## src/hw/policer_cfg_pkg.sv

```systemverilog
/* Policer configuration definitions
   Table select encoding and fixed-point rate and burst types */
`default_nettype none

package policer_cfg_pkg;

    // Width of a configuration write word
    localparam int CFG_DATA_W = 32;

    // Fraction bits shared by CIR and bucket levels
    localparam int FRAC_BITS = 8;

    // Target table of a configuration write
    typedef enum logic [1:0] {
        SEL_CIR    = 2'd0,
        SEL_CBS    = 2'd1,
        SEL_ENABLE = 2'd2
    } table_sel_t;

    // Bytes per clock, FRAC_BITS below the binary point
    typedef logic [31:0] cir_t;

    // Burst size in whole bytes
    typedef logic [23:0] cbs_t;

endpackage : policer_cfg_pkg

`default_nettype wire

```

## src/hw/policer_pkt_pkg.sv

```systemverilog
/* Policer packet definitions
   Descriptor field types and the bucket level format */
`default_nettype none

package policer_pkt_pkg;

    // Up to 16 ingress ports
    localparam int PORT_W = 4;

    // Ingress port index
    typedef logic [PORT_W-1:0] port_t;

    // Packet length in bytes
    typedef logic [15:0] byte_len_t;

    // Bucket fill in bytes, low bits are fraction
    // (same fraction width as the CIR)
    typedef logic [31:0] level_t;

endpackage : policer_pkt_pkg

`default_nettype wire

```

## src/hw/policer_tables.sv

```systemverilog
/* Policer tables
   Per-port CIR, CBS and enable registers loaded by a write strobe */
`timescale 1ns/1ps
`default_nettype none

module policer_tables #(
    parameter int NUM_PORTS = 4
) (
    input  logic                                         core_clk_ifc,
    input  logic                                         timer_reset,

    // Configuration write
    input  logic                                         cfg_wr,
    input  policer_cfg_pkg::table_sel_t                  cfg_sel,
    input  policer_pkt_pkg::port_t                       cfg_port,
    input  logic [policer_cfg_pkg::CFG_DATA_W-1:0]       cfg_data,

    // Table contents toward the meter
    output policer_cfg_pkg::cir_t [NUM_PORTS-1:0]        port_cir,
    output policer_cfg_pkg::cbs_t [NUM_PORTS-1:0]        port_cbs,
    output logic                  [NUM_PORTS-1:0]        port_enable
);

    import policer_cfg_pkg::*;

    //////////////////////////////////////////////////////////////////////
    // Write decode

    logic [NUM_PORTS-1:0] port_hit;

    // Indices at or above NUM_PORTS match no entry
    always_comb begin
        for (int p = 0; p < NUM_PORTS; p++) begin
            port_hit[p] = cfg_wr && (int'(cfg_port) == p);
        end
    end

    //////////////////////////////////////////////////////////////////////
    // Register files

    always_ff @(posedge core_clk_ifc) begin
        if (timer_reset) begin
            port_cir    <= '0;
            port_cbs    <= '0;
            port_enable <= '0;
        end else begin
            for (int p = 0; p < NUM_PORTS; p++) begin
                if (port_hit[p]) begin
                    case (cfg_sel)
                        SEL_CIR: begin
                            port_cir[p] <= cir_t'(cfg_data);
                        end
                        SEL_CBS: begin
                            // Burst size only uses the low bits
                            port_cbs[p] <= cfg_data[$bits(cbs_t)-1:0];
                        end
                        SEL_ENABLE: begin
                            port_enable[p] <= cfg_data[0];
                        end
                        default: begin
                            // Unused select code, write dropped
                        end
                    endcase
                end
            end
        end
    end

endmodule : policer_tables

`default_nettype wire

```

## src/hw/bucket_meter.sv

```systemverilog
/* Bucket meter
   Per-port leaky bucket with CIR drain, fill on accept and drop marking */
`timescale 1ns/1ps
`default_nettype none

module bucket_meter #(
    parameter int NUM_PORTS = 4
) (
    input  logic                                      core_clk_ifc,
    input  logic                                      timer_reset,

    // Incoming descriptor
    input  logic                                      pkt_valid,
    input  policer_pkt_pkg::port_t                    pkt_port,
    input  policer_pkt_pkg::byte_len_t                pkt_len,
    input  logic                                      space_ok,

    // Table contents
    input  policer_cfg_pkg::cir_t [NUM_PORTS-1:0]     port_cir,
    input  policer_cfg_pkg::cbs_t [NUM_PORTS-1:0]     port_cbs,
    input  logic                  [NUM_PORTS-1:0]     port_enable,

    // Marked descriptor toward the FIFO
    output logic                                      mark_valid,
    output policer_pkt_pkg::port_t                    mark_port,
    output policer_pkt_pkg::byte_len_t                mark_len,
    output logic                                      mark_drop
);

    import policer_cfg_pkg::*;
    import policer_pkt_pkg::*;

    // One extra bit so length plus level cannot wrap
    localparam int NEED_W  = $bits(cbs_t) + 1;
    localparam int WHOLE_W = $bits(level_t) - FRAC_BITS;

    level_t                 level   [NUM_PORTS];
    level_t                 drained [NUM_PORTS];
    logic   [NUM_PORTS-1:0] hit;

    logic                   sel_enable;
    level_t                 sel_level;
    cbs_t                   sel_cbs;
    logic   [NUM_PORTS-1:0] sel_hit;
    logic   [NUM_PORTS-1:0] fill;
    logic   [NEED_W-1:0]    need;
    logic                   accept;
    logic                   drop;

    //////////////////////////////////////////////////////////////////////
    // Drain and port select

    always_comb begin
        for (int p = 0; p < NUM_PORTS; p++) begin
            // Saturate at an empty bucket
            if (level[p] > level_t'(port_cir[p])) begin
                drained[p] = level[p] - level_t'(port_cir[p]);
            end else begin
                drained[p] = '0;
            end
        end
    end

    always_comb begin
        sel_enable = 1'b0;
        sel_level  = '0;
        sel_cbs    = '0;
        for (int p = 0; p < NUM_PORTS; p++) begin
            hit[p] = (int'(pkt_port) == p);
            if (hit[p]) begin
                sel_enable = port_enable[p];
                sel_level  = level[p];
                sel_cbs    = port_cbs[p];
            end
        end
    end

    //////////////////////////////////////////////////////////////////////
    // Drop decision

    assign accept = pkt_valid && space_ok;

    // Length plus whole bytes already in the bucket
    assign need = NEED_W'(sel_level[$bits(level_t)-1:FRAC_BITS])
                + NEED_W'(pkt_len);

    // Out-of-range ports select nothing, so they are never marked
    assign drop = sel_enable && (need > NEED_W'(sel_cbs));

    assign sel_hit = accept ? hit : '0;
    assign fill    = drop ? '0 : sel_hit;

    //////////////////////////////////////////////////////////////////////
    // Bucket levels

    always_ff @(posedge core_clk_ifc) begin
        if (timer_reset) begin
            for (int p = 0; p < NUM_PORTS; p++) begin
                level[p] <= '0;
            end
        end else begin
            for (int p = 0; p < NUM_PORTS; p++) begin
                if (!port_enable[p]) begin
                    level[p] <= '0;
                end else if (fill[p]) begin
                    // Cannot overflow, the CBS check bounds the whole part
                    level[p] <= drained[p] + {WHOLE_W'(pkt_len), FRAC_BITS'(0)};
                end else begin
                    level[p] <= drained[p];
                end
            end
        end
    end

    //////////////////////////////////////////////////////////////////////
    // Registered decision

    always_ff @(posedge core_clk_ifc) begin
        if (timer_reset) begin
            mark_valid <= 1'b0;
        end else begin
            mark_valid <= accept;
        end
    end

    always_ff @(posedge core_clk_ifc) begin
        if (accept) begin
            mark_port <= pkt_port;
            mark_len  <= pkt_len;
            mark_drop <= drop;
        end
    end

endmodule : bucket_meter

`default_nettype wire

```

## src/hw/mark_fifo.sv

```systemverilog
/* Mark FIFO
   First-word-fall-through queue of metered descriptors */
`timescale 1ns/1ps
`default_nettype none

module mark_fifo #(
    parameter int FIFO_DEPTH = 8
) (
    input  logic                           core_clk_ifc,
    input  logic                           timer_reset,

    // Write side from the meter
    input  logic                           mark_valid,
    input  policer_pkt_pkg::port_t         mark_port,
    input  policer_pkt_pkg::byte_len_t     mark_len,
    input  logic                           mark_drop,
    output logic                           space_ok,

    // Read side, valid/ready
    output logic                           out_valid,
    output policer_pkt_pkg::port_t         out_port,
    output policer_pkt_pkg::byte_len_t     out_len,
    output logic                           out_drop,
    input  logic                           out_ready
);

    import policer_pkt_pkg::*;

    localparam int PTR_W = (FIFO_DEPTH > 1) ? $clog2(FIFO_DEPTH) : 1;
    localparam int CNT_W = $clog2(FIFO_DEPTH + 1);

    port_t              port_mem [FIFO_DEPTH];
    byte_len_t          len_mem  [FIFO_DEPTH];
    logic               drop_mem [FIFO_DEPTH];

    logic [PTR_W-1:0]   wr_ptr;
    logic [PTR_W-1:0]   rd_ptr;
    logic [CNT_W-1:0]   count;
    logic               push;
    logic               pop;

    // Wrap explicitly, depth need not be a power of two
    function automatic logic [PTR_W-1:0] ptr_next(input logic [PTR_W-1:0] ptr);
        if (ptr == PTR_W'(FIFO_DEPTH - 1)) begin
            return '0;
        end
        return ptr + 1'b1;
    endfunction

    //////////////////////////////////////////////////////////////////////
    // Pointers and occupancy

    // The meter only issues while space_ok was high, so a push never overflows
    assign push = mark_valid;
    assign pop  = out_valid && out_ready;

    always_ff @(posedge core_clk_ifc) begin
        if (timer_reset) begin
            wr_ptr <= '0;
            rd_ptr <= '0;
            count  <= '0;
        end else begin
            if (push) begin
                wr_ptr <= ptr_next(wr_ptr);
            end
            if (pop) begin
                rd_ptr <= ptr_next(rd_ptr);
            end
            case ({push, pop})
                2'b10:   count <= count + 1'b1;
                2'b01:   count <= count - 1'b1;
                default: count <= count;
            endcase
        end
    end

    // Room for one more plus the descriptor still in the meter
    assign space_ok = (count <= CNT_W'(FIFO_DEPTH - 2));

    //////////////////////////////////////////////////////////////////////
    // Storage

    always_ff @(posedge core_clk_ifc) begin
        if (push) begin
            port_mem[wr_ptr] <= mark_port;
            len_mem[wr_ptr]  <= mark_len;
            drop_mem[wr_ptr] <= mark_drop;
        end
    end

    // Head entry shown directly
    assign out_valid = (count != '0);
    assign out_port  = port_mem[rd_ptr];
    assign out_len   = len_mem[rd_ptr];
    assign out_drop  = drop_mem[rd_ptr];

endmodule : mark_fifo

`default_nettype wire

```

## src/hw/policer_top.sv

```systemverilog
/* Ingress policer top level
   Connects the rate tables, the bucket meter and the mark FIFO */
`timescale 1ns/1ps
`default_nettype none

module policer_top #(
    parameter int NUM_PORTS  = 4,
    parameter int FIFO_DEPTH = 8
) (
    input  logic                                    core_clk_ifc,
    input  logic                                    timer_reset,

    // Configuration
    input  logic                                    cfg_wr,
    input  policer_cfg_pkg::table_sel_t             cfg_sel,
    input  policer_pkt_pkg::port_t                  cfg_port,
    input  logic [policer_cfg_pkg::CFG_DATA_W-1:0]  cfg_data,

    // Packet descriptors in
    input  logic                                    pkt_valid,
    input  policer_pkt_pkg::port_t                  pkt_port,
    input  policer_pkt_pkg::byte_len_t              pkt_len,
    output logic                                    pkt_ready,

    // Marked descriptors out
    output logic                                    out_valid,
    output policer_pkt_pkg::port_t                  out_port,
    output policer_pkt_pkg::byte_len_t              out_len,
    output logic                                    out_drop,
    input  logic                                    out_ready
);

    import policer_cfg_pkg::*;
    import policer_pkt_pkg::*;

    cir_t      [NUM_PORTS-1:0]  port_cir;
    cbs_t      [NUM_PORTS-1:0]  port_cbs;
    logic      [NUM_PORTS-1:0]  port_enable;

    logic                       mark_valid;
    port_t                      mark_port;
    byte_len_t                  mark_len;
    logic                       mark_drop;

    //////////////////////////////////////////////////////////////////////
    // Configuration tables

    policer_tables #(
        .NUM_PORTS   ( NUM_PORTS   )
    ) tables_i (
        .core_clk_ifc ( core_clk_ifc ),
        .timer_reset  ( timer_reset  ),
        .cfg_wr       ( cfg_wr       ),
        .cfg_sel      ( cfg_sel      ),
        .cfg_port     ( cfg_port     ),
        .cfg_data     ( cfg_data     ),
        .port_cir     ( port_cir     ),
        .port_cbs     ( port_cbs     ),
        .port_enable  ( port_enable  )
    );

    //////////////////////////////////////////////////////////////////////
    // Meter and output queue

    // pkt_ready is the FIFO space flag, seen by the meter too
    bucket_meter #(
        .NUM_PORTS   ( NUM_PORTS   )
    ) meter_i (
        .core_clk_ifc ( core_clk_ifc ),
        .timer_reset  ( timer_reset  ),
        .pkt_valid    ( pkt_valid    ),
        .pkt_port     ( pkt_port     ),
        .pkt_len      ( pkt_len      ),
        .space_ok     ( pkt_ready    ),
        .port_cir     ( port_cir     ),
        .port_cbs     ( port_cbs     ),
        .port_enable  ( port_enable  ),
        .mark_valid   ( mark_valid   ),
        .mark_port    ( mark_port    ),
        .mark_len     ( mark_len     ),
        .mark_drop    ( mark_drop    )
    );

    mark_fifo #(
        .FIFO_DEPTH  ( FIFO_DEPTH  )
    ) fifo_i (
        .core_clk_ifc ( core_clk_ifc ),
        .timer_reset  ( timer_reset  ),
        .mark_valid   ( mark_valid   ),
        .mark_port    ( mark_port    ),
        .mark_len     ( mark_len     ),
        .mark_drop    ( mark_drop    ),
        .space_ok     ( pkt_ready    ),
        .out_valid    ( out_valid    ),
        .out_port     ( out_port     ),
        .out_len      ( out_len      ),
        .out_drop     ( out_drop     ),
        .out_ready    ( out_ready    )
    );

endmodule : policer_top

`default_nettype wire

```

## config.mk

```make
export PLATFORM = sky130hd
export DESIGN_NAME = policer_top
export DESIGN_NICKNAME = d
export VERILOG_FILES = /design/src/hw/policer_cfg_pkg.sv /design/src/hw/policer_pkt_pkg.sv /design/src/hw/policer_tables.sv /design/src/hw/bucket_meter.sv /design/src/hw/mark_fifo.sv /design/src/hw/policer_top.sv
export SDC_FILE = /design/constraint.sdc
export NUM_CORES = 2
export LEC_CHECK = 0
export ABC_AREA = 1
export BUFFER_PORTS_ARGS = -buffer_cell sky130_fd_sc_hd__buf_4
export CAP_MARGIN = 20
export CORE_MARGIN = 5
export CORE_UTILIZATION = 30
export CTS_CLUSTER_SIZE = 16
export DETAILED_ROUTE_END_ITERATION = 12
export PLACE_DENSITY = 0.51
export SLEW_MARGIN = 5
export SYNTH_ARGS = -nofsm -noshare
export SYNTH_HDL_FRONTEND = slang
export SYNTH_SLANG_ARGS = --single-unit
```

## constraint.sdc

```tcl
create_clock -name core_clk_ifc -period 8.6 [get_ports core_clk_ifc]
set_input_delay 1.72 -clock core_clk_ifc [delete_from_list [all_inputs] [get_ports core_clk_ifc]]
set_output_delay 1.72 -clock core_clk_ifc [all_outputs]
set_load 0.01 [all_outputs]
```

* After elaboration in Yosys (flattened, before gate mapping)
Memories as Yosys holds them, arrays and structs flattened. A register that Yosys moved wholly into a read port is not among the register bits.
Index checks and enable logic that the tools add are counted.
** Operators by class
- Equality and inequality tests :: 12
- Order comparisons :: 6
- Muxes and demuxes :: 95
- Add/subtract/negate cells :: 13
- Reduce and logical (&&, ||, !) cells :: 24
- Bitwise operators :: 12
** Operators with widths (number)
- two-way mux 32 bit :: 20
- adder 32 x 24 -> 32 bit :: 4
- > comparator 32 bit :: 4
- subtractor 32 bit :: 4
- two-way mux 24 bit :: 4
- two-way mux 1 bit :: 58
- two-way mux 3 bit :: 10
- adder 24 x 16 -> 25 bit :: 1
- > comparator 25 x 24 -> 1 bit :: 1
- AND reduction 2 bit :: 12
- equality test 4 x 3 -> 1 bit (second input constant) :: 4
- OR 1 bit :: 12
- equality test 4 x 2 -> 1 bit (second input constant) :: 2
- zero test 4 bit :: 2
- two-way mux 4 bit :: 2
- case mux 4 bit (2 select lines) :: 1
- logical AND 1 bit :: 7
- adder 3 x 1 -> 3 bit (second input constant) :: 2
- equality test 3 bit (second input constant) :: 2
- adder 4 x 1 -> 4 bit (second input constant) :: 1
- equality test 2 x 1 -> 1 bit (second input constant) :: 2
- equality test 2 bit (second input constant) :: 2
- <= comparator 4 x 3 -> 1 bit (second input constant) :: 1
- nonzero test 4 bit :: 1
- other kinds (3) :: 3
** Storage, ports and cells
- Word-level logic and storage cells :: 185
- Output and inout bits :: 23
- Input port bits :: 63
- Register bits :: 260
- Bits in writable memories :: 296
- Memories :: 4
** Memories
- fifo_i.len_mem :: words 8, width 16, rd ports 1, clocked after Yosys merged registers in 1, wr ports 1, RTL line mark_fifo.sv:33 : byte_len_t len_mem [FIFO_DEPTH];
- meter_i.level :: words 4, width 32, rd ports 4, clocked after Yosys merged registers in 0, wr ports 4, RTL line bucket_meter.sv:37 : level_t level [NUM_PORTS];
- fifo_i.port_mem :: words 8, width 4, rd ports 1, clocked after Yosys merged registers in 1, wr ports 1, RTL line mark_fifo.sv:32 : port_t port_mem [FIFO_DEPTH];
- fifo_i.drop_mem :: words 8, width 1, rd ports 1, clocked after Yosys merged registers in 1, wr ports 1, RTL line mark_fifo.sv:34 : logic drop_mem [FIFO_DEPTH];

* Longest topological paths before layout
- Word-level depth :: 15
- Depth in mapped cells :: 41
- Mapped depth without buffers :: 38

* By module
A second synthesis with hierarchy kept.
** Unflattened totals
- Cells, all modules :: 5065
- Area, all modules :: 37268.2 um^2
** Modules (own cells, without submodules)
- bucket_meter :: cells an instance 3203, area each 20830.0 um^2, times used 1, seq. area each 4494.3 um^2
- policer_tables :: cells an instance 1299, area each 9197.6 um^2, times used 1, seq. area each 4564.4 um^2
- mark_fifo :: cells an instance 563, area each 7240.7 um^2, times used 1, seq. area each 5305.1 um^2

* Worst setup path before layout
OpenSTA, ideal clock, no wires.
- Kind :: input to register
- From :: input pkt_port[3]
- To :: memory meter_i.level[0][80] (netlist bit), data pin
- Path slack :: 2.726 ns
- Arrival time :: 5.616 ns
- Stages :: 41
- Path through :: nor2_4 -> nand3_1 -> inv_2 -> buf_4 -> clkbuf_1 -> nand2_1 -> nand4_1 -> ha_1 -> fa_1 -> nand3_1 -> nand2_1 -> a31oi_1 -> o21ai_1 -> nand2_1 -> nand2_1 -> nand2_1 -> nand2_1 -> nand3_1 -> [... 5 more ...] -> nor2_1 -> o21ai_0 -> a21oi_1 -> nand2_1 -> nand2_1 -> nand2_1 -> nand2_1 -> nand2_1 -> nand2_1 -> nand2_1 -> nand2_1 -> nand2_1 -> nand2_2 -> buf_8 -> nand2_8 -> buf_6 -> nand3_1 -> o21ai_1
** RTL lines
- start: declaration :: RTL line policer_top.sv:21 : input policer_pkt_pkg::port_t pkt_port,
- end: declaration :: RTL line bucket_meter.sv:37

==> reports/results.tsv <==
stage	metric	value	unit
synth	synthDistinctLibCells	54	
sta	slew_headroom	0.195	
synth	synth_edf_count	317	
cells_and_area	drive_above_1_share	0.0600	
synth	seq_area_frac_synth	0.401	
power	powerDensity	191	nW/um^2
sta	finalMaxSlewViolations	0	
worst_setup_path	critPathKind	in -> reg	
worst_setup_path	critPathCaptureType	flop	
placed_design	dp.final_hpwl	97.7	mm
cells_and_area	antenna_cells	0	
worst_setup_path	critPathSlowestCell	nand3_2	
detailed_routing	wirelength	133	mm
power	leakagePower	17.3	nW
global_route	grt_pass1_wl	195	mm
detailed_routing	route.detailed.drc	0	
floorplanning	die-area	126000	sq um
clocking	cts-root-buf	clkbuf_16	
floorplanning	ioPinCount	86	
floorplanning	core	118000	sq um
floorplanning	die_x	356	um
detailed_routing	drt-wirelength-per-cell	20.5	um
synth	synth_area_leaders	edfxtp_1 27%, dfxtp_1 14%, nand2_1 10%	
synth	synthArstFlopShare	0	
synth	ys_ff_latch	559	
power	ir_drop	0.000133	V
detailed_routing	via_per_inst	5.00	
global_route	grt_pass1_vias	30200	
cells_and_area	multiInputGateArea	19400	sq um
worst_setup_path	crit_start	pkt_port[3]	
clocking	clock_sinks	559	
synth	yosysTopAreaCell	edfxtp_1	
floorplanning	die_y	356	um
worst_hold_path	hold_path.class	reg -> reg	
sta	grt_setup_unrepaired	false	
cells_and_area	n_fill_cell	12600	
worst_setup_path	critPathTopFamily	simple AND/OR/NAND/NOR gates	
worst_hold_path	hp-start	tables_i.port_cir[25]	
worst_setup_path	crit_arrival	7470	ps
cells_and_area	finalNetCount	5229	
sta	worstMarginPinSlew	1200	ps
worst_setup_path	critPathMostFrequentCell	nand2_1	
clocking	cts_hold_buf	0	
worst_setup_path	cp_max_fo	27	
worst_setup_path	required	9070	ps
status	status	complete, no violations	
global_route	grt_usage	0.205	
detailed_routing	first_pass_iters	6	
synth	synth_cells	4757	
clocking	path_clk_slew	60	ps
clocking	cts_tree	done	
synth	synth_top_cell_area_share	0.266	
placed_design	gp_congestion	0.944	
clocking	htreeDepth	3	
floorplanning	initial_core_util	0.303	
worst_setup_path	start_kind	primary input	
synth	yosysWarningCount	0	
sta	period_minus_slack	6990	ps
worst_setup_path	worst-path-buf-inv	4	
detailed_routing	first_iter_violations	2837	
synth	netlist_area	35800	sq um
sta	skew	33.4	ps
synth	avgSynthCellArea	7.53	sq um
global_route	grt-ovfl-total	0	
sta	hold_viol_final	0	
placed_design	portBuffers	85	
global_route	grt_max_degree	104	
clocking	cts-buffers-inserted	69	
sta	max_freq	0.143	GHz
detailed_routing	antenna_left	0	
clocking	cts_setup_buffers	0	
cells_and_area	ff_latch_area	14400	sq um
clocking	clock_path_buffers	3	
power	total_power	7.76	mW
sta	finalCritPeriodShare	0.813	
cells_and_area	area_growth	13.7	%
sta	setup_violations	0	
synth	ys.flop_type	edfxtp_1	
clocking	ctsResizeCount	0	
floorplanning	rows	126	
sta	fin_tns_setup	0	ps
worst_setup_path	crit_path_max_incr_delay	680	ps
sta	holdWs	458	ps
clocking	clock_latency	660	ps
flow_run	maxCapViolCount	0	
worst_setup_path	r2r_start	meter_i.level[0][8]	
detailed_routing	vias	32500	
global_route	antenna_found_initial	19	
-- cells by family (layout without fill, tap and decap cells) --
logic type | after synthesis | after routing | share of synthesized area
compound gates | 1004 | 1004 | 0.149
xor+xnor | 161 | 161 | 0.0394
fa+ha+maj | 250 | 250 | 0.0894
buf+inv | 654 | 738 | 0.0722
flops | 559 | 559 | 0.401
other cells | 1 | 128 | 0.000105
simple gates | 2128 | 2128 | 0.249
-- sequential cells by signal, indices dropped and copies added (netlist names), named ones only --
signal                count
fifo_i.port_mem          32
meter_i.mark_len         16
meter_i.mark_port         4
fifo_i.len_mem          128
meter_i.mark_valid        1
meter_i.level           128
meter_i.mark_drop         1
fifo_i.rd_ptr             3
tables_i.port_cir       128
tables_i.port_cbs        96
tables_i.port_enable      4
fifo_i.wr_ptr             3
fifo_i.drop_mem           8
fifo_i.count              4
-- cells in the mapped netlist (69+ instances only) --
cell type,count
clkbuf_1,121
inv_1,488
xor2_1,69
o21ai_1,69
nand2_1,990
dfxtp_1,242
o21ai_0,414
nor2_1,696
a21oi_1,379
ha_1,240
edfxtp_1,317
nand3_1,256
xnor2_1,92
-- path summary, 6_finish.rpt --
check / end / slack, ps / cells after the start
max: meter_i.level[0][121] / 1610 / 29
min: tables_i.port_cir[25] / 460 / 2
max reg2reg: meter_i.level[0][121] / 3100 / 33
min reg2reg: tables_i.port_cir[25] / 460 / 2
-- layout by cell type (no fill, tap or decap), types with 32 or more instances in the layout --
master,count
a21oi_1,379
a31oi_1,32
buf_4,108
clkbuf_16,69
conb_1,128
dfxtp_1,241
edfxtp_1,317
ha_1,240
inv_1,486
nand2_1,990
nand3_1,256
nand4_1,57
nor2_1,685
o21ai_0,414
o21ai_1,69
xnor2_1,92
xor2_1,69
-- where the power goes --
group | total, mW | internal [mW] | switching (mW)
sequential | 3.04 | 2.94 | 0.102
combinational | 1.78 | 0.601 | 1.18
clock | 2.94 | 1.69 | 1.25
total | 7.76 | 5.23 | 2.53
-- metal layers --
metal / wire (um) / vias up / track usage
met3: 8280 / 173 / 0.0269
met2: 60300 / 910 / 0.334
met1: 61400 / 15300 / 0.288
met4: 3440 / 2 / 0.0540
li1: - / 16100 / -
met5: 9 / - / 0
-- worst min-delay path, cell delays in order, from the launching register on --
cell     delay (ps)
dfxtp_1         290
inv_1            60
a21oi_1          50
-- final cells by class --
class / count / area share
well taps: 1536 / 0.0472
clock buffers: 96 / 0.0466
multi-input cells: 3671 / 0.477
flip-flops and latches: 559 / 0.353
repair buffers: 109 / 0.0206
clock inverters: 27 / 0.00904
inverters: 506 / 0.0468
-- per-stage QoR --
step                std cells  setup slack [ps]  utilization  instance area, sq um
CTS                      6503              1660        0.344                 40700
global route             6504              1170        0.344                 40700
floorplan                4884              2730            -                 36300
global placement         6380              1080        0.325                 38400
detailed placement       6380               994        0.325                 38400
finish                   6504              1610        0.344                 40700
Power figures use the tool's default switching activity.
